==> src/verilog/cnn_cfg.svh <==
// Layer dimensions and fixed-point settings, included by the package and every RTL file
`ifndef CNN_CFG_SVH
`define CNN_CFG_SVH

// Square image side in pixels
`define CNN_WIDTH 28

// Grayscale pixel width
`define CNN_PIXEL_BITS 8

// Square convolution window side
`define CNN_KERNEL_SIZE 3

// Output channels computed per window
`define CNN_OUT_CHANNELS 2

// Arithmetic right shift applied to each channel sum
`define CNN_Q_SHIFT 3

// Signed weight width
`define CNN_WEIGHT_BITS 8

`endif

==> src/verilog/cnn_pkg.sv <==
// Shared data types and the constant kernel weights of the convolution layer
`include "cnn_cfg.svh"

package cnn_pkg;

    // One grayscale sample, unsigned
    typedef logic [`CNN_PIXEL_BITS-1:0] pixel_t;

    // Kernel coefficient, two's complement
    typedef logic signed [`CNN_WEIGHT_BITS-1:0] weight_t;

    // Nine 8x8 products fit easily in 16 bits
    typedef logic signed [15:0] acc_t;

    // Row-major window, index 0 is the oldest row and oldest column
    typedef pixel_t [0:`CNN_KERNEL_SIZE-1][0:`CNN_KERNEL_SIZE-1] window_t;

    // Clamped result of one channel
    typedef logic [7:0] chan_result_t;

    // All channels of one window position
    typedef chan_result_t [0:`CNN_OUT_CHANNELS-1] result_t;

    // Channel 0 Laplacian edge detector, channel 1 box sum
    localparam weight_t KERNEL_WEIGHTS
        [`CNN_OUT_CHANNELS][`CNN_KERNEL_SIZE][`CNN_KERNEL_SIZE] = '{
        '{'{-8'sd1, -8'sd1, -8'sd1},
          '{-8'sd1,  8'sd8, -8'sd1},
          '{-8'sd1, -8'sd1, -8'sd1}},
        '{'{ 8'sd1,  8'sd1,  8'sd1},
          '{ 8'sd1,  8'sd1,  8'sd1},
          '{ 8'sd1,  8'sd1,  8'sd1}}
    };

endpackage

==> src/verilog/conv_window_if.sv <==
// Window stream between the layer control and the kernel pipeline, with valid/ready handshake
`timescale 1ns/1ps

interface conv_window_if import cnn_pkg::*; ();

    // Current 3x3 neighbourhood from the line buffers
    window_t window;
    // Window holds a complete valid position
    logic    win_valid;
    // Final window of the image
    logic    win_last;
    // Kernel can take the window this cycle
    logic    win_ready;

    // Layer side, window comes from the buffer and flags from the counters
    modport producer (
        output window, win_valid, win_last,
        input  win_ready
    );

    // Kernel side
    modport consumer (
        input  window, win_valid, win_last,
        output win_ready
    );

endinterface

==> src/verilog/cnn_layer.sv <==
// Convolution layer core, tracks pixel position and feeds windows from the buffer to the kernel
`timescale 1ns/1ps
`include "cnn_cfg.svh"

module cnn_layer import cnn_pkg::*; (
    input  logic    clock_i,
    input  logic    reset_i,
    input  pixel_t  pixel_i,
    input  logic    pixel_valid_i,
    output logic    pixel_ready_o,
    output result_t result_o,
    output logic    result_valid_o,
    output logic    result_last_o,
    input  logic    result_ready_i
);

    localparam int W        = `CNN_WIDTH;
    localparam int CNT_BITS = $clog2(W);

    // Position of the next incoming pixel
    logic [CNT_BITS-1:0] row_q;
    logic [CNT_BITS-1:0] col_q;

    logic win_valid_q;
    logic win_last_q;
    logic accept;
    logic row_end;
    logic win_full;

    conv_window_if win_if ();

    // Stall only while a window waits on the kernel
    assign pixel_ready_o = !win_valid_q || win_if.win_ready;
    assign accept        = pixel_valid_i && pixel_ready_o;
    assign row_end       = (col_q == CNT_BITS'(W - 1));
    // Enough rows and columns behind this pixel for a full window
    assign win_full      = (row_q >= CNT_BITS'(`CNN_KERNEL_SIZE - 1)) &&
                           (col_q >= CNT_BITS'(`CNN_KERNEL_SIZE - 1));

    assign win_if.win_valid = win_valid_q;
    assign win_if.win_last  = win_last_q;

    // Counters and window flags
    always_ff @(posedge clock_i) begin
        if (reset_i) begin
            row_q       <= '0;
            col_q       <= '0;
            win_valid_q <= 1'b0;
            win_last_q  <= 1'b0;
        end else if (accept) begin
            col_q <= row_end ? '0 : col_q + 1'b1;
            if (row_end) begin
                // Wrap straight into the next image
                row_q <= (row_q == CNT_BITS'(W - 1)) ? '0 : row_q + 1'b1;
            end
            win_valid_q <= win_full;
            win_last_q  <= row_end && (row_q == CNT_BITS'(W - 1));
        end else if (win_if.win_ready) begin
            win_valid_q <= 1'b0;
        end
    end

    shift_buffer_array i_shift_buffer_array (
        .clock_i  (clock_i),
        .shift_i  (accept),
        .pixel_i  (pixel_i),
        .window_o (win_if.window)
    );

    conv_kernel i_conv_kernel (
        .clock_i        (clock_i),
        .reset_i        (reset_i),
        .win            (win_if.consumer),
        .result_o       (result_o),
        .result_valid_o (result_valid_o),
        .result_last_o  (result_last_o),
        .result_ready_i (result_ready_i)
    );

endmodule

==> src/verilog/cnn_top.sv <==
// Top level of the convolution layer with 32-bit stream ports for pixels in and results out
`timescale 1ns/1ps
`include "cnn_cfg.svh"

module cnn_top import cnn_pkg::*; (
    input  logic        clock_i,
    input  logic        reset_i,
    // Pixel stream, one sample in the low byte
    input  logic [31:0] in_data_i,
    input  logic        in_valid_i,
    output logic        in_ready_o,
    // Result stream, 16 bits per channel
    output logic [31:0] out_data_o,
    output logic        out_valid_o,
    output logic        out_last_o,
    input  logic        out_ready_i
);

    pixel_t  pixel;
    result_t result;

    // Upper bits of the input word are don't-care
    assign pixel = in_data_i[`CNN_PIXEL_BITS-1:0];

    // Channel n lands in bits 16n+15 down to 16n, zero-extended
    always_comb begin
        out_data_o = '0;
        for (int ch = 0; ch < `CNN_OUT_CHANNELS; ch++) begin
            out_data_o[ch*16 +: 16] = {8'h00, result[ch]};
        end
    end

    cnn_layer i_cnn_layer (
        .clock_i        (clock_i),
        .reset_i        (reset_i),
        .pixel_i        (pixel),
        .pixel_valid_i  (in_valid_i),
        .pixel_ready_o  (in_ready_o),
        .result_o       (result),
        .result_valid_o (out_valid_o),
        .result_last_o  (out_last_o),
        .result_ready_i (out_ready_i)
    );

endmodule

==> src/verilog/conv_kernel.sv <==
// Two-stage multiply-accumulate and requantize pipeline producing both output channels per window
`timescale 1ns/1ps
`include "cnn_cfg.svh"

module conv_kernel import cnn_pkg::*; (
    input  logic                  clock_i,
    input  logic                  reset_i,
    conv_window_if.consumer       win,
    output result_t               result_o,
    output logic                  result_valid_o,
    output logic                  result_last_o,
    input  logic                  result_ready_i
);

    localparam int K = `CNN_KERNEL_SIZE;
    localparam int C = `CNN_OUT_CHANNELS;

    // Weighted sum of one channel over the window
    function automatic acc_t channel_sum(input window_t w, input int ch);
        acc_t sum;
        acc_t prod;
        sum = '0;
        for (int r = 0; r < K; r++) begin
            for (int c = 0; c < K; c++) begin
                // Zero-extend pixel so the product stays signed
                prod = $signed({1'b0, w[r][c]}) * KERNEL_WEIGHTS[ch][r][c];
                sum = sum + prod;
            end
        end
        return sum;
    endfunction

    // Shift, ReLU, then saturate to 8 bits
    function automatic chan_result_t requant(input acc_t sum);
        acc_t shifted;
        chan_result_t res;
        shifted = sum >>> `CNN_Q_SHIFT;
        if (shifted < 0) begin
            res = '0;
        end else if (shifted > acc_t'(255)) begin
            res = 8'hff;
        end else begin
            res = shifted[7:0];
        end
        return res;
    endfunction

    // Stage 1, per-channel sums
    logic s1_valid_q;
    logic s1_last_q;
    acc_t s1_sum_q [C];

    // Stage 2, final channel values
    logic    s2_valid_q;
    logic    s2_last_q;
    result_t s2_res_q;

    // Advance when empty or when downstream moves
    logic s1_adv;
    logic s2_adv;

    assign s2_adv = !s2_valid_q || result_ready_i;
    assign s1_adv = !s1_valid_q || s2_adv;

    // Window is taken whenever stage 1 can load
    assign win.win_ready = s1_adv;

    // Stage valid bits
    always_ff @(posedge clock_i) begin
        if (reset_i) begin
            s1_valid_q <= 1'b0;
            s2_valid_q <= 1'b0;
        end else begin
            if (s1_adv) begin
                s1_valid_q <= win.win_valid;
            end
            if (s2_adv) begin
                s2_valid_q <= s1_valid_q;
            end
        end
    end

    // Payload, loaded on advance only so stalled data holds
    always_ff @(posedge clock_i) begin
        if (s1_adv) begin
            s1_last_q <= win.win_last;
            for (int ch = 0; ch < C; ch++) begin
                s1_sum_q[ch] <= channel_sum(win.window, ch);
            end
        end
        if (s2_adv) begin
            s2_last_q <= s1_last_q;
            for (int ch = 0; ch < C; ch++) begin
                s2_res_q[ch] <= requant(s1_sum_q[ch]);
            end
        end
    end

    assign result_o       = s2_res_q;
    assign result_valid_o = s2_valid_q;
    // Only meaningful alongside valid
    assign result_last_o  = s2_last_q;

endmodule

==> src/verilog/shift_buffer_array.sv <==
// Line buffers and window registers that turn a row-order pixel stream into 3x3 windows
`timescale 1ns/1ps
`include "cnn_cfg.svh"

module shift_buffer_array import cnn_pkg::*; (
    input  logic    clock_i,
    // Advance everything by one pixel
    input  logic    shift_i,
    input  pixel_t  pixel_i,
    output window_t window_o
);

    localparam int K = `CNN_KERNEL_SIZE;
    localparam int W = `CNN_WIDTH;

    // K-1 delay lines of one image row each
    pixel_t line_q [K-1][W];

    // Input of each delay line
    pixel_t line_in [K-1];

    // Newest column of the window, index 0 the oldest row
    pixel_t col_new [K];

    // Line 0 takes the stream, each further line takes the tail of the previous one
    always_comb begin
        line_in[0] = pixel_i;
        for (int r = 1; r < K - 1; r++) begin
            line_in[r] = line_q[r-1][W-1];
        end
    end

    // Tail of line r is the same column r+1 rows up
    always_comb begin
        col_new[K-1] = pixel_i;
        for (int r = 0; r < K - 1; r++) begin
            col_new[K-2-r] = line_q[r][W-1];
        end
    end

    // Delay lines, plain shift registers
    always_ff @(posedge clock_i) begin
        if (shift_i) begin
            for (int r = 0; r < K - 1; r++) begin
                line_q[r][0] <= line_in[r];
                for (int c = 1; c < W; c++) begin
                    line_q[r][c] <= line_q[r][c-1];
                end
            end
        end
    end

    // Window registers move left one column per pixel
    always_ff @(posedge clock_i) begin
        if (shift_i) begin
            for (int r = 0; r < K; r++) begin
                for (int c = 0; c < K - 1; c++) begin
                    window_o[r][c] <= window_o[r][c+1];
                end
                // Rightmost column gets the fresh vertical slice
                window_o[r][K-1] <= col_new[r];
            end
        end
    end

    // Contents are garbage until two rows are in
    // but the layer never flags a window that early

endmodule
==> config.mk <==
export PLATFORM = sky130hd
export DESIGN_NAME = cnn_top
export DESIGN_NICKNAME = d
export VERILOG_FILES = /design/src/verilog/cnn_pkg.sv /design/src/verilog/conv_window_if.sv /design/src/verilog/cnn_layer.sv /design/src/verilog/cnn_top.sv /design/src/verilog/conv_kernel.sv /design/src/verilog/shift_buffer_array.sv
export VERILOG_INCLUDE_DIRS = /design/src /design/src/verilog
export SDC_FILE = /design/constraint.sdc
export NUM_CORES = 1
export LEC_CHECK = 0
export ABC_CLOCK_PERIOD_IN_PS = 17900
export BUFFER_PORTS_ARGS = -buffer_cell sky130_fd_sc_hd__buf_2
export CAP_MARGIN = 20
export CORE_UTILIZATION = 55
export CTS_CLUSTER_SIZE = 14
export DETAILED_ROUTE_END_ITERATION = 8
export GPL_TIMING_DRIVEN = 0
export PLACE_DENSITY = 0.71
export SKIP_CTS_REPAIR_TIMING = 1
export SLEW_MARGIN = 20
export SYNTH_ARGS = -nofsm -noshare
export SYNTH_HDL_FRONTEND = slang
export SYNTH_SLANG_ARGS = --single-unit
==> constraint.sdc <==
create_clock -name clock_i -period 17.9 [get_ports clock_i]
set_input_delay 2.685 -clock clock_i [delete_from_list [all_inputs] [get_ports clock_i]]
set_output_delay 2.685 -clock clock_i [all_outputs]
set_load 0.05 [all_outputs]
# [Yosys cells after proc, flatten, opt, wreduce, memory -nomap -nowiden]
# Memories as Yosys holds them, arrays and structs flattened.
# Cells that the tools add are included.
# Widths: inputs -> output; s select.
[classes] n_addsub=26 mul=0 div_mod_pow=0 magnitude_cmp=6 eq_ne=2 shift=0 muxes=10 bitwise=0 n_reduce_logical=11
[op_table] cell="$neg 8->16" count=8
[op_table] cell="$add 16x16->16" count=7
[op_table] cell="$gt 13x9->1 const B" count=2
[op_table] cell="$lt 13x1->1 const B" count=2
[op_table] cell="$add 15x8->16" count=1
[op_table] cell="$add 16x12->16" count=1
[op_table] cell="$mux 8" count=2
[op_table] cell="$add 14x8->15" count=1
[op_table] cell="$add 13x8->14" count=1
[op_table] cell="$add 12x8->13" count=1
[op_table] cell="$add 11x8->12" count=1
[op_table] cell="$add 10x8->11" count=1
[op_table] cell="$add 5x1->5 const B" count=2
[op_table] cell="$add 9x8->10" count=1
[op_table] cell="$eq 5x5->1 const B" count=2
[op_table] cell="$ge 5x2->1 const B" count=2
[op_table] cell="$mux 5" count=2
[op_table] cell="$add 8x8->9" count=1
[op_table] cell="$mux 1" count=6
[op_table] cell="$logic_and 1x1->1" count=3
[op_table] cell="$logic_not 1->1" count=3
[op_table] cell="$logic_or 1x1->1" count=3
[op_table] cell="$reduce_and 2->1" count=1
[op_table] cell="$reduce_bool 2->1" count=1
[totals] regBits=104 latch_bits=0 ramBits=480 rom_bits=0 input_bits=36 out_inout_bits=35 word_cells=76 memories=2
[mem_list] name="i_cnn_layer.i_shift_buffer_array.line_q" depth=2 word_bits=224 read_ports=2 rd_ports_with_merged_regs=0 write_ports=2 line="shift_buffer_array.sv:17" text="pixel_t line_q [K-1][W];"
[mem_list] name="i_cnn_layer.i_conv_kernel.s1_sum_q" depth=2 word_bits=16 read_ports=2 rd_ports_with_merged_regs=0 write_ports=2 line="conv_kernel.sv:51" text="acc_t s1_sum_q [C];"

# [Depth between registers and ports, before layout]
# Gate-level depths: netlist of the first run.
[depth] ltp_word=9 mapped_depth=14 depth_no_buf=14

# [Modules after synthesis]
# A second synthesis of the first run with hierarchy kept.
[unflattened] hier_cells=1106 hier_area_um2=20561.0
[by_module_without_submodules] mod="shift_buffer_array" instances=1 cells_per_inst=520 area_per_inst_um2=14533.9 seq_area_each_um2=14173.6
[by_module_without_submodules] mod="conv_kernel" instances=1 cells_per_inst=495 area_per_inst_um2=5277.6 seq_area_each_um2=1241.2
[by_module_without_submodules] mod="cnn_layer" instances=1 cells_per_inst=74 area_per_inst_um2=625.6 seq_area_each_um2=240.2
[by_module_without_submodules] mod="cnn_top" instances=1 cells_per_inst=17 area_per_inst_um2=123.9 seq_area_each_um2=0.0

# [Worst setup path after synthesis of the first run]
# OpenSTA, ideal clock, no wires.
[synth_path] kind="input port to flip-flop" from="input port out_ready_i" to="register i_cnn_layer.col_q[1]" setup_ns=0.561 arrival_time_ns=13.002 required_ns=17.339 setup_slack_ns=4.337 path_stages=4 n_path_buf=0 path_cell_list="nand4b_4 -> nand2_1 -> inv_1 -> a2111oi_1"
[synth_between] elab_chain_cells=4
[synth_rtl] item="start: declaration" line="cnn_top.sv:16" text="input logic out_ready_i"
[synth_rtl] item="$logic_or 1x1->1" line="conv_kernel.sv:62" text="assign s2_adv = !s2_valid_q || result_ready_i;"
[synth_rtl] item="$logic_or 1x1->1" line="conv_kernel.sv:63" text="assign s1_adv = !s1_valid_q || s2_adv;"
[synth_rtl] item="$logic_or 1x1->1" line="cnn_layer.sv:33" text="assign pixel_ready_o = !win_valid_q || win_if.win_ready;"
[synth_rtl] item="$logic_and 1x1->1" line="cnn_layer.sv:34" text="assign accept = pixel_valid_i && pixel_ready_o;"
[synth_rtl] item="named net i_cnn_layer.accept" line="cnn_layer.sv:26" text="logic accept;"
[synth_rtl] item="end signal: assignment" line="cnn_layer.sv:51" text="col_q <= row_end ? '0 : col_q + 1'b1;"
[synth_rtl] item="end: declaration" line="cnn_layer.sv:22" text="logic [CNT_BITS-1:0] col_q;"
# The timed path passes the listed nets, and every way through them passes these cells.
# A chain may end at the register's enable or synchronous reset.

# [Final worst setup path of the first run]
[layout_path] from="input port out_ready_i" to="output port in_ready_o"
[layout_between] elab_chain_cells=3
[layout_rtl] item="$logic_or 1x1->1" line="conv_kernel.sv:62"
[layout_rtl] item="$logic_or 1x1->1" line="conv_kernel.sv:63"
[layout_rtl] item="$logic_or 1x1->1" line="cnn_layer.sv:33"
[layout_rtl] item="end: declaration" line="cnn_top.sv:11" text="output logic in_ready_o,"
# No other way between the ends.

==> out/qor.yml, run 1 <==
global_routing:
  grt_pass1_wl_um: 41500
  grt_overflow: 0
  track_usage: 0.147
  antenna_found_initial: 1
  grt_max_degree: 124
  first_global_vias: 7997
run:
  maxCapViolations: 0
yosys:
  ys.warnings.count: 0
  synth.avg_cell_area_um2: 19.4
  mappedNetlistArea_um2: 20100
  yosysSeqAreaShare: 0.780
  yosys_register_bits: 526
  synthArstFlopShare: 0
  syn_inst: 1033
  ys_types: 55
  synthFlopType: "edfxtp_1"
  synth_edf_count: 512
clocking:
  max-clock-path-buffers: 3
  clock-sinks: 526
  cts_tree: "yes"
  clk_pin_slew_worst_paths_ps: 60
  cts_root_buffer: "clkbuf_16"
  cts_max_level: 2
  cts_buffers: 49
  clk_latency_ps: 570
cells_and_area:
  layout_commonest_cell: "edfxtp_1"
  fin_nets: 1308
  drive_above_1_share: 0.113
  final_cell_mix: "edfxtp_1 (512), inv_1 (172), fa_1 (107)"
  stdcell_area_um2: 22500
  n_fill_cell: 2504
  diodes: 0
  fin_util: 0.628
  area_growth_pct: 11.9
place:
  numPortBuffers: 30
  placed_area_um2: 21000
  dp_hpwl_um: 16200
  gp_congestion: 0.796
die:
  num_io_pins: 71
  die_height_um: 193
  die_width_um: 193
  fp.dieArea_um2: 37300
  rows: 69
  initial_core_util: 0.562
  coreArea_um2: 35700
pwr:
  p_leak_nw: 8.57
  power_density_nw_per_um2: 155
  ir_drop_v: 0.0000918
  total_power_mw: 3.47
sta:
  fin_skew_ps: 22.2
  tns_ps: 0
  post-route-period-util: 0.333
  relSlewSlack: 0.415
  max_freq_mhz: 168
  drv_slew: 0
  hold_slack_ps: 415
  hold_viol_final: 0
  period_needed_ps: 5960
  finalSetupViolCount: 0
  rsz0062_at_grt: "false"
  tightest_slew_ps: 875
worst_setup_path:
  start_kind: "primary input"
  crit_required_ps: 15210
  arrival_ps: 3270
  endpoint_kind: "primary output"
  path_class: "primary input to primary output"
  path_max_fanout: 7
  rrSetupSlack_ps: 13520
route:
  drt_pass1_iterations: 9
  vias: 8135
  drt_wl_total_um: 26300
  drtIter0Drc: 587
  ant_nets: 0
  route.detailed.drc: 12
  wl_per_cell_um: 16.2
  via_per_inst: 4.99
run_status:
  violations: "DRC"
  outcome: "finished with violations"
hold_path:
  min_path_type: "register to register"
-- where the power goes --
group          leakage (nW)  total [mW]  switching, mW  internal, mW
registers              5.16        1.56         0.0378          1.52
clock network         0.732       0.966          0.420         0.546
logic                  2.68       0.948          0.572         0.376
total                  8.57        3.47           1.03          2.44
-- through the flow --
step	std cells	setup slack [ps]
3_3_place_gp	1539	1420
4_1_cts	1629	11960
3_5_place_dp	1543	11960
5_1_grt	1629	11930
2_1_floorplan	1048	4340
6_report	1629	11940
-- flip-flops by register name, indices dropped and copies added, names as in the netlist, 5 cells and up --
register,count
i_cnn_layer.i_shift_buffer_array.line_q,404
i_cnn_layer.i_shift_buffer_array.window_o,68
i_cnn_layer.i_conv_kernel.s1_sum_q,22
i_cnn_layer.i_conv_kernel.result_o,16
i_cnn_layer.col_q,5
i_cnn_layer.row_q,5
-- path summary, 6_finish.rpt --
path,from,to,cells after the start
hold reg to reg,i_cnn_layer.i_shift_buffer_array.line_q[0][34],i_cnn_layer.i_shift_buffer_array.line_q[0][26],0
hold / removal,i_cnn_layer.i_shift_buffer_array.line_q[0][34],i_cnn_layer.i_shift_buffer_array.line_q[0][26],0
setup / recovery,out_ready_i,in_ready_o,3
setup reg to reg,i_cnn_layer.i_shift_buffer_array.window_o[18],i_cnn_layer.i_conv_kernel.s1_sum_q[0][26],12
-- cells by family after synthesis --
kind of cell / count (synthesis) / synth area share
flip-flops: 526 / 0.780
XOR/XNOR: 14 / 0.00611
multiplexers: 4 / 0.00206
AND/OR/NAND/NOR: 99 / 0.0256
AO/OA/AOI/OAI: 56 / 0.0196
buffers and inverters: 194 / 0.0397
other: 1 / 0.000187
adder cells (fa/ha/maj): 139 / 0.127
-- synthesized netlist by cell type (4+ instances only) --
library cell	instances	area share
nand3_1	10	0.0025
nand2b_1	5	0.0016
a211o_1	5	0.0022
fa_1	107	0.11
o211ai_1	4	0.0015
edfxtp_1	512	0.77
a21oi_1	19	0.0047
nor2_1	37	0.0069
xnor2_1	9	0.0039
dfxtp_1	14	0.014
xor2_1	5	0.0022
or2_2	8	0.0025
nand2_1	10	0.0019
ha_1	32	0.020
nor3_1	11	0.0027
inv_1	173	0.032
buf_4	16	0.0060
-- area by class of cell --
| class | count | area, µm² | share of cell area |
|---|---|---|---|
| Timing Repair Buffer | 34 | 260 | 0.0116 |
| Inverter | 173 | 657 | 0.0292 |
| Multi-Input combinational cell | 328 | 3670 | 0.164 |
| Sequential cell | 526 | 15700 | 0.697 |
| Clock inverter | 23 | 181 | 0.00808 |
| Buffer | 21 | 146 | 0.00652 |
| Tap cell | 461 | 577 | 0.0257 |
| Clock buffer | 63 | 1310 | 0.0583 |
-- worst max-delay path, cell delays in order --
cell,delay [ps]
buf_2,110
nand4b_4,220
buf_2,260
-- routing by layer --
layer  track usage  part of all wire  vias to the layer above
met4        0.0520             0.023                        0
met3        0.0297             0.040                       48
li1              -                 -                     3820
met5             0                 0                        -
met1         0.221              0.49                     4115
met2         0.217              0.45                      152
(Power assumes the default switching activity.)
==> inputs of run 2 (changes only) <==
--- a/config.mk
+++ b/config.mk
@@ -6,7 +6,7 @@
 export SDC_FILE = /design/constraint.sdc
 export NUM_CORES = 1
 export LEC_CHECK = 0
-export ABC_CLOCK_PERIOD_IN_PS = 17900
+export ABC_CLOCK_PERIOD_IN_PS = 5900
 export BUFFER_PORTS_ARGS = -buffer_cell sky130_fd_sc_hd__buf_2
 export CAP_MARGIN = 20
 export CORE_UTILIZATION = 55
==> constraint.sdc (replaced) <==
create_clock -name clock_i -period 5.9 [get_ports clock_i]
set_input_delay 0.885 -clock clock_i [delete_from_list [all_inputs] [get_ports clock_i]]
set_output_delay 0.885 -clock clock_i [all_outputs]
set_load 0.05 [all_outputs]
==> run 2 against run 1 <==
Net effect:
- the flow still finishes with violations (DRC)
- wire length rose by 0.19%
- first-iteration DRC count fell by 26%
- sequential cell count did not move
- via count fell by 0.37%
- combinational power rose to 3.1 times the previous value
- register-to-register slack got worse by 12000 ps
- clock skew fell by 9.5 ps
- final area rose by 1.2%
- sequential power rose to 3.0 times the previous value
- largest cell class unchanged
==> out/qor.yml, run 2 (same netlist as run 1, synthesis figures left out) <==
die:
  num_io_pins: 71
  die_width_um: 193
  fp.dieArea_um2: 37300
  rows: 69
  coreArea_um2: 35700
  die_height_um: 193
  initial_core_util: 0.562
pwr:
  power_density_nw_per_um2: 470
  ir_drop_v: 0.000360
  p_leak_nw: 8.69
  switchingPower_mw: 3.17
  internal_power_mw: 7.52
  switching_share: 0.297
  comb_power_share: 0.271
  seqPwrFrac: 0.442
  power_frac_clock: 0.287
  total_power_mw: 10.7
route:
  via_per_inst: 4.93
  drt_wl_total_um: 26400
  drt_pass1_iterations: 7
  ant_nets: 0
  wl_per_cell_um: 16.1
  vias: 8105
  drtIter0Drc: 435
  route.detailed.drc: 10
clocking:
  max-clock-path-buffers: 3
  clock-sinks: 526
  cts_tree: "yes"
  clk_latency_ps: 580
  cts_max_level: 2
  clk_pin_slew_worst_paths_ps: 60
  cts_buffers: 50
  cts_root_buffer: "clkbuf_16"
cells_and_area:
  area_growth_pct: 13.3
  diodes: 0
  drive_above_1_share: 0.126
  stdcell_count: 1644
  largest_reg_flops: 404
  fin_nets: 1319
  final_cell_mix: "edfxtp_1 (512), inv_1 (172), fa_1 (107)"
  reg.largest.list: "i_cnn_layer.i_shift_buffer_array.line_q: 404 flops, i_cnn_layer.i_shift_buffer_array.window_o: 68 flops, i_cnn_layer.i_conv_kernel.s1_sum_q: 22 flops"
  layout_commonest_cell: "edfxtp_1"
  largest_register: "i_cnn_layer.i_shift_buffer_array.line_q"
hold_path:
  hold_path_depth: 0
  min_from: "i_cnn_layer.i_shift_buffer_array.line_q[0][45]"
  min_path_type: "register to register"
  worstHoldEndpoint: "i_cnn_layer.i_shift_buffer_array.line_q[0][37]"
worst_setup_path:
  rr_worst_depth: 12
  path_class: "register to register"
  path_max_fanout: 3
  rrSetupSlack_ps: 1470
  crit_required_ps: 6200
  startpoint: "i_cnn_layer.i_shift_buffer_array.window_o[18]"
  r2r_end: "i_cnn_layer.i_conv_kernel.s1_sum_q[0][26]"
  endpoint_kind: "register"
  start_kind: "register"
  r2r_start: "i_cnn_layer.i_shift_buffer_array.window_o[18]"
  arrival_ps: 4730
sta:
  fin_skew_ps: 12.6
  drv_slew: 0
  post-route-period-util: 0.751
  relSlewSlack: 0.392
  hold_viol_final: 0
  max_freq_mhz: 226
  tightest_slew_ps: 910
  rsz0062_at_grt: "false"
  finalSetupViolCount: 0
  period_needed_ps: 4430
place:
  place_inst: 1553
  dp_hpwl_um: 16800
  numPortBuffers: 30
  gp_congestion: 0.778
global_routing:
  grt_overflow: 0
  track_usage: 0.150
  grt_max_degree: 40
  antenna_found_initial: 0
  first_global_vias: 8169
  grt_pass1_wl_um: 42500
run_status:
  violations: "DRC"
  outcome: "finished with violations"
run:
  maxCapViolations: 0
-- run 2: changes by cell type in the layout (fill, tap and decap cells not counted), moves of 2 or more --
cell and change:
clkinvlp_4 +2, buf_12 +13, buf_16 -3, clkinv_2 +2, bufinv_16 +2
-- run 2: through the flow --
stage | instance area [µm²] | setup TNS, ps | setup slack [ps] | hold WS, ps | util
CTS | 22700 | 0 | 1430 | 407 | 0.636
global route | 22700 | 0 | 1240 | 410 | 0.636
floorplan | 20100 | -1426780 | -3010 | 400 | -
detailed placement | 21100 | 0 | 1470 | 405 | 0.592
finish | 22700 | 0 | 1470 | 412 | 0.636
global placement | 20900 | -2473640 | -5250 | 401 | 0.584
-- run 2: worst max-delay path, stage by stage, from the launching register on --
cell and delay (ps):
edfxtp_1 510, inv_1 90, fa_1 480, inv_1 60, fa_1 500, fa_1 520, fa_1 480, and4b_1 240
fa_1 410, a21oi_1 220, o211ai_1 160, o41ai_1 340, xnor2_1 150
-- run 2: cell type report --
cell class	count	area [µm²]
Tap cell	461	577
Buffer	21	146
Clock inverter	29	287
Clock buffer	62	1300
Timing Repair Buffer	44	438
Sequential cell	526	15700
Multi-Input combinational cell	328	3680
Inverter	173	653
Fill cell	2460	13000
-- run 2: worst max-delay path by stage --
stage	end
after floorplan	i_cnn_layer.i_shift_buffer_array.line_q[0][0]
after global placement	i_cnn_layer.i_shift_buffer_array.line_q[1][194]
after detailed placement	i_cnn_layer.i_conv_kernel.s1_sum_q[0][26]
after CTS	i_cnn_layer.i_conv_kernel.s1_sum_q[0][26]
after global routing	i_cnn_layer.i_conv_kernel.s1_sum_q[0][26]
final	i_cnn_layer.i_conv_kernel.s1_sum_q[0][26]
-- run 2: layer usage --
| layer | wire length, µm | global-route usage |
|---|---|---|
| met1 | 13000 | 0.231 |
| met2 | 11700 | 0.218 |
| met3 | 1010 | 0.0302 |
| met4 | 609 | 0.0514 |
| met5 | 0 | 0 |
-- run 2: power groups by stage --
stage | clock network [mW] | logic [mW] | registers (mW)
4_1_cts | 3.16 | 2.93 | 4.73
3_5_place_dp | 0 | 2.91 | 4.81
5_1_grt | 3.29 | 3.30 | 4.76
3_3_place_gp | 0 | 2.83 | 4.85
6_report | 3.06 | 2.90 | 4.73
2_1_floorplan | 0 | 2.10 | 5.00
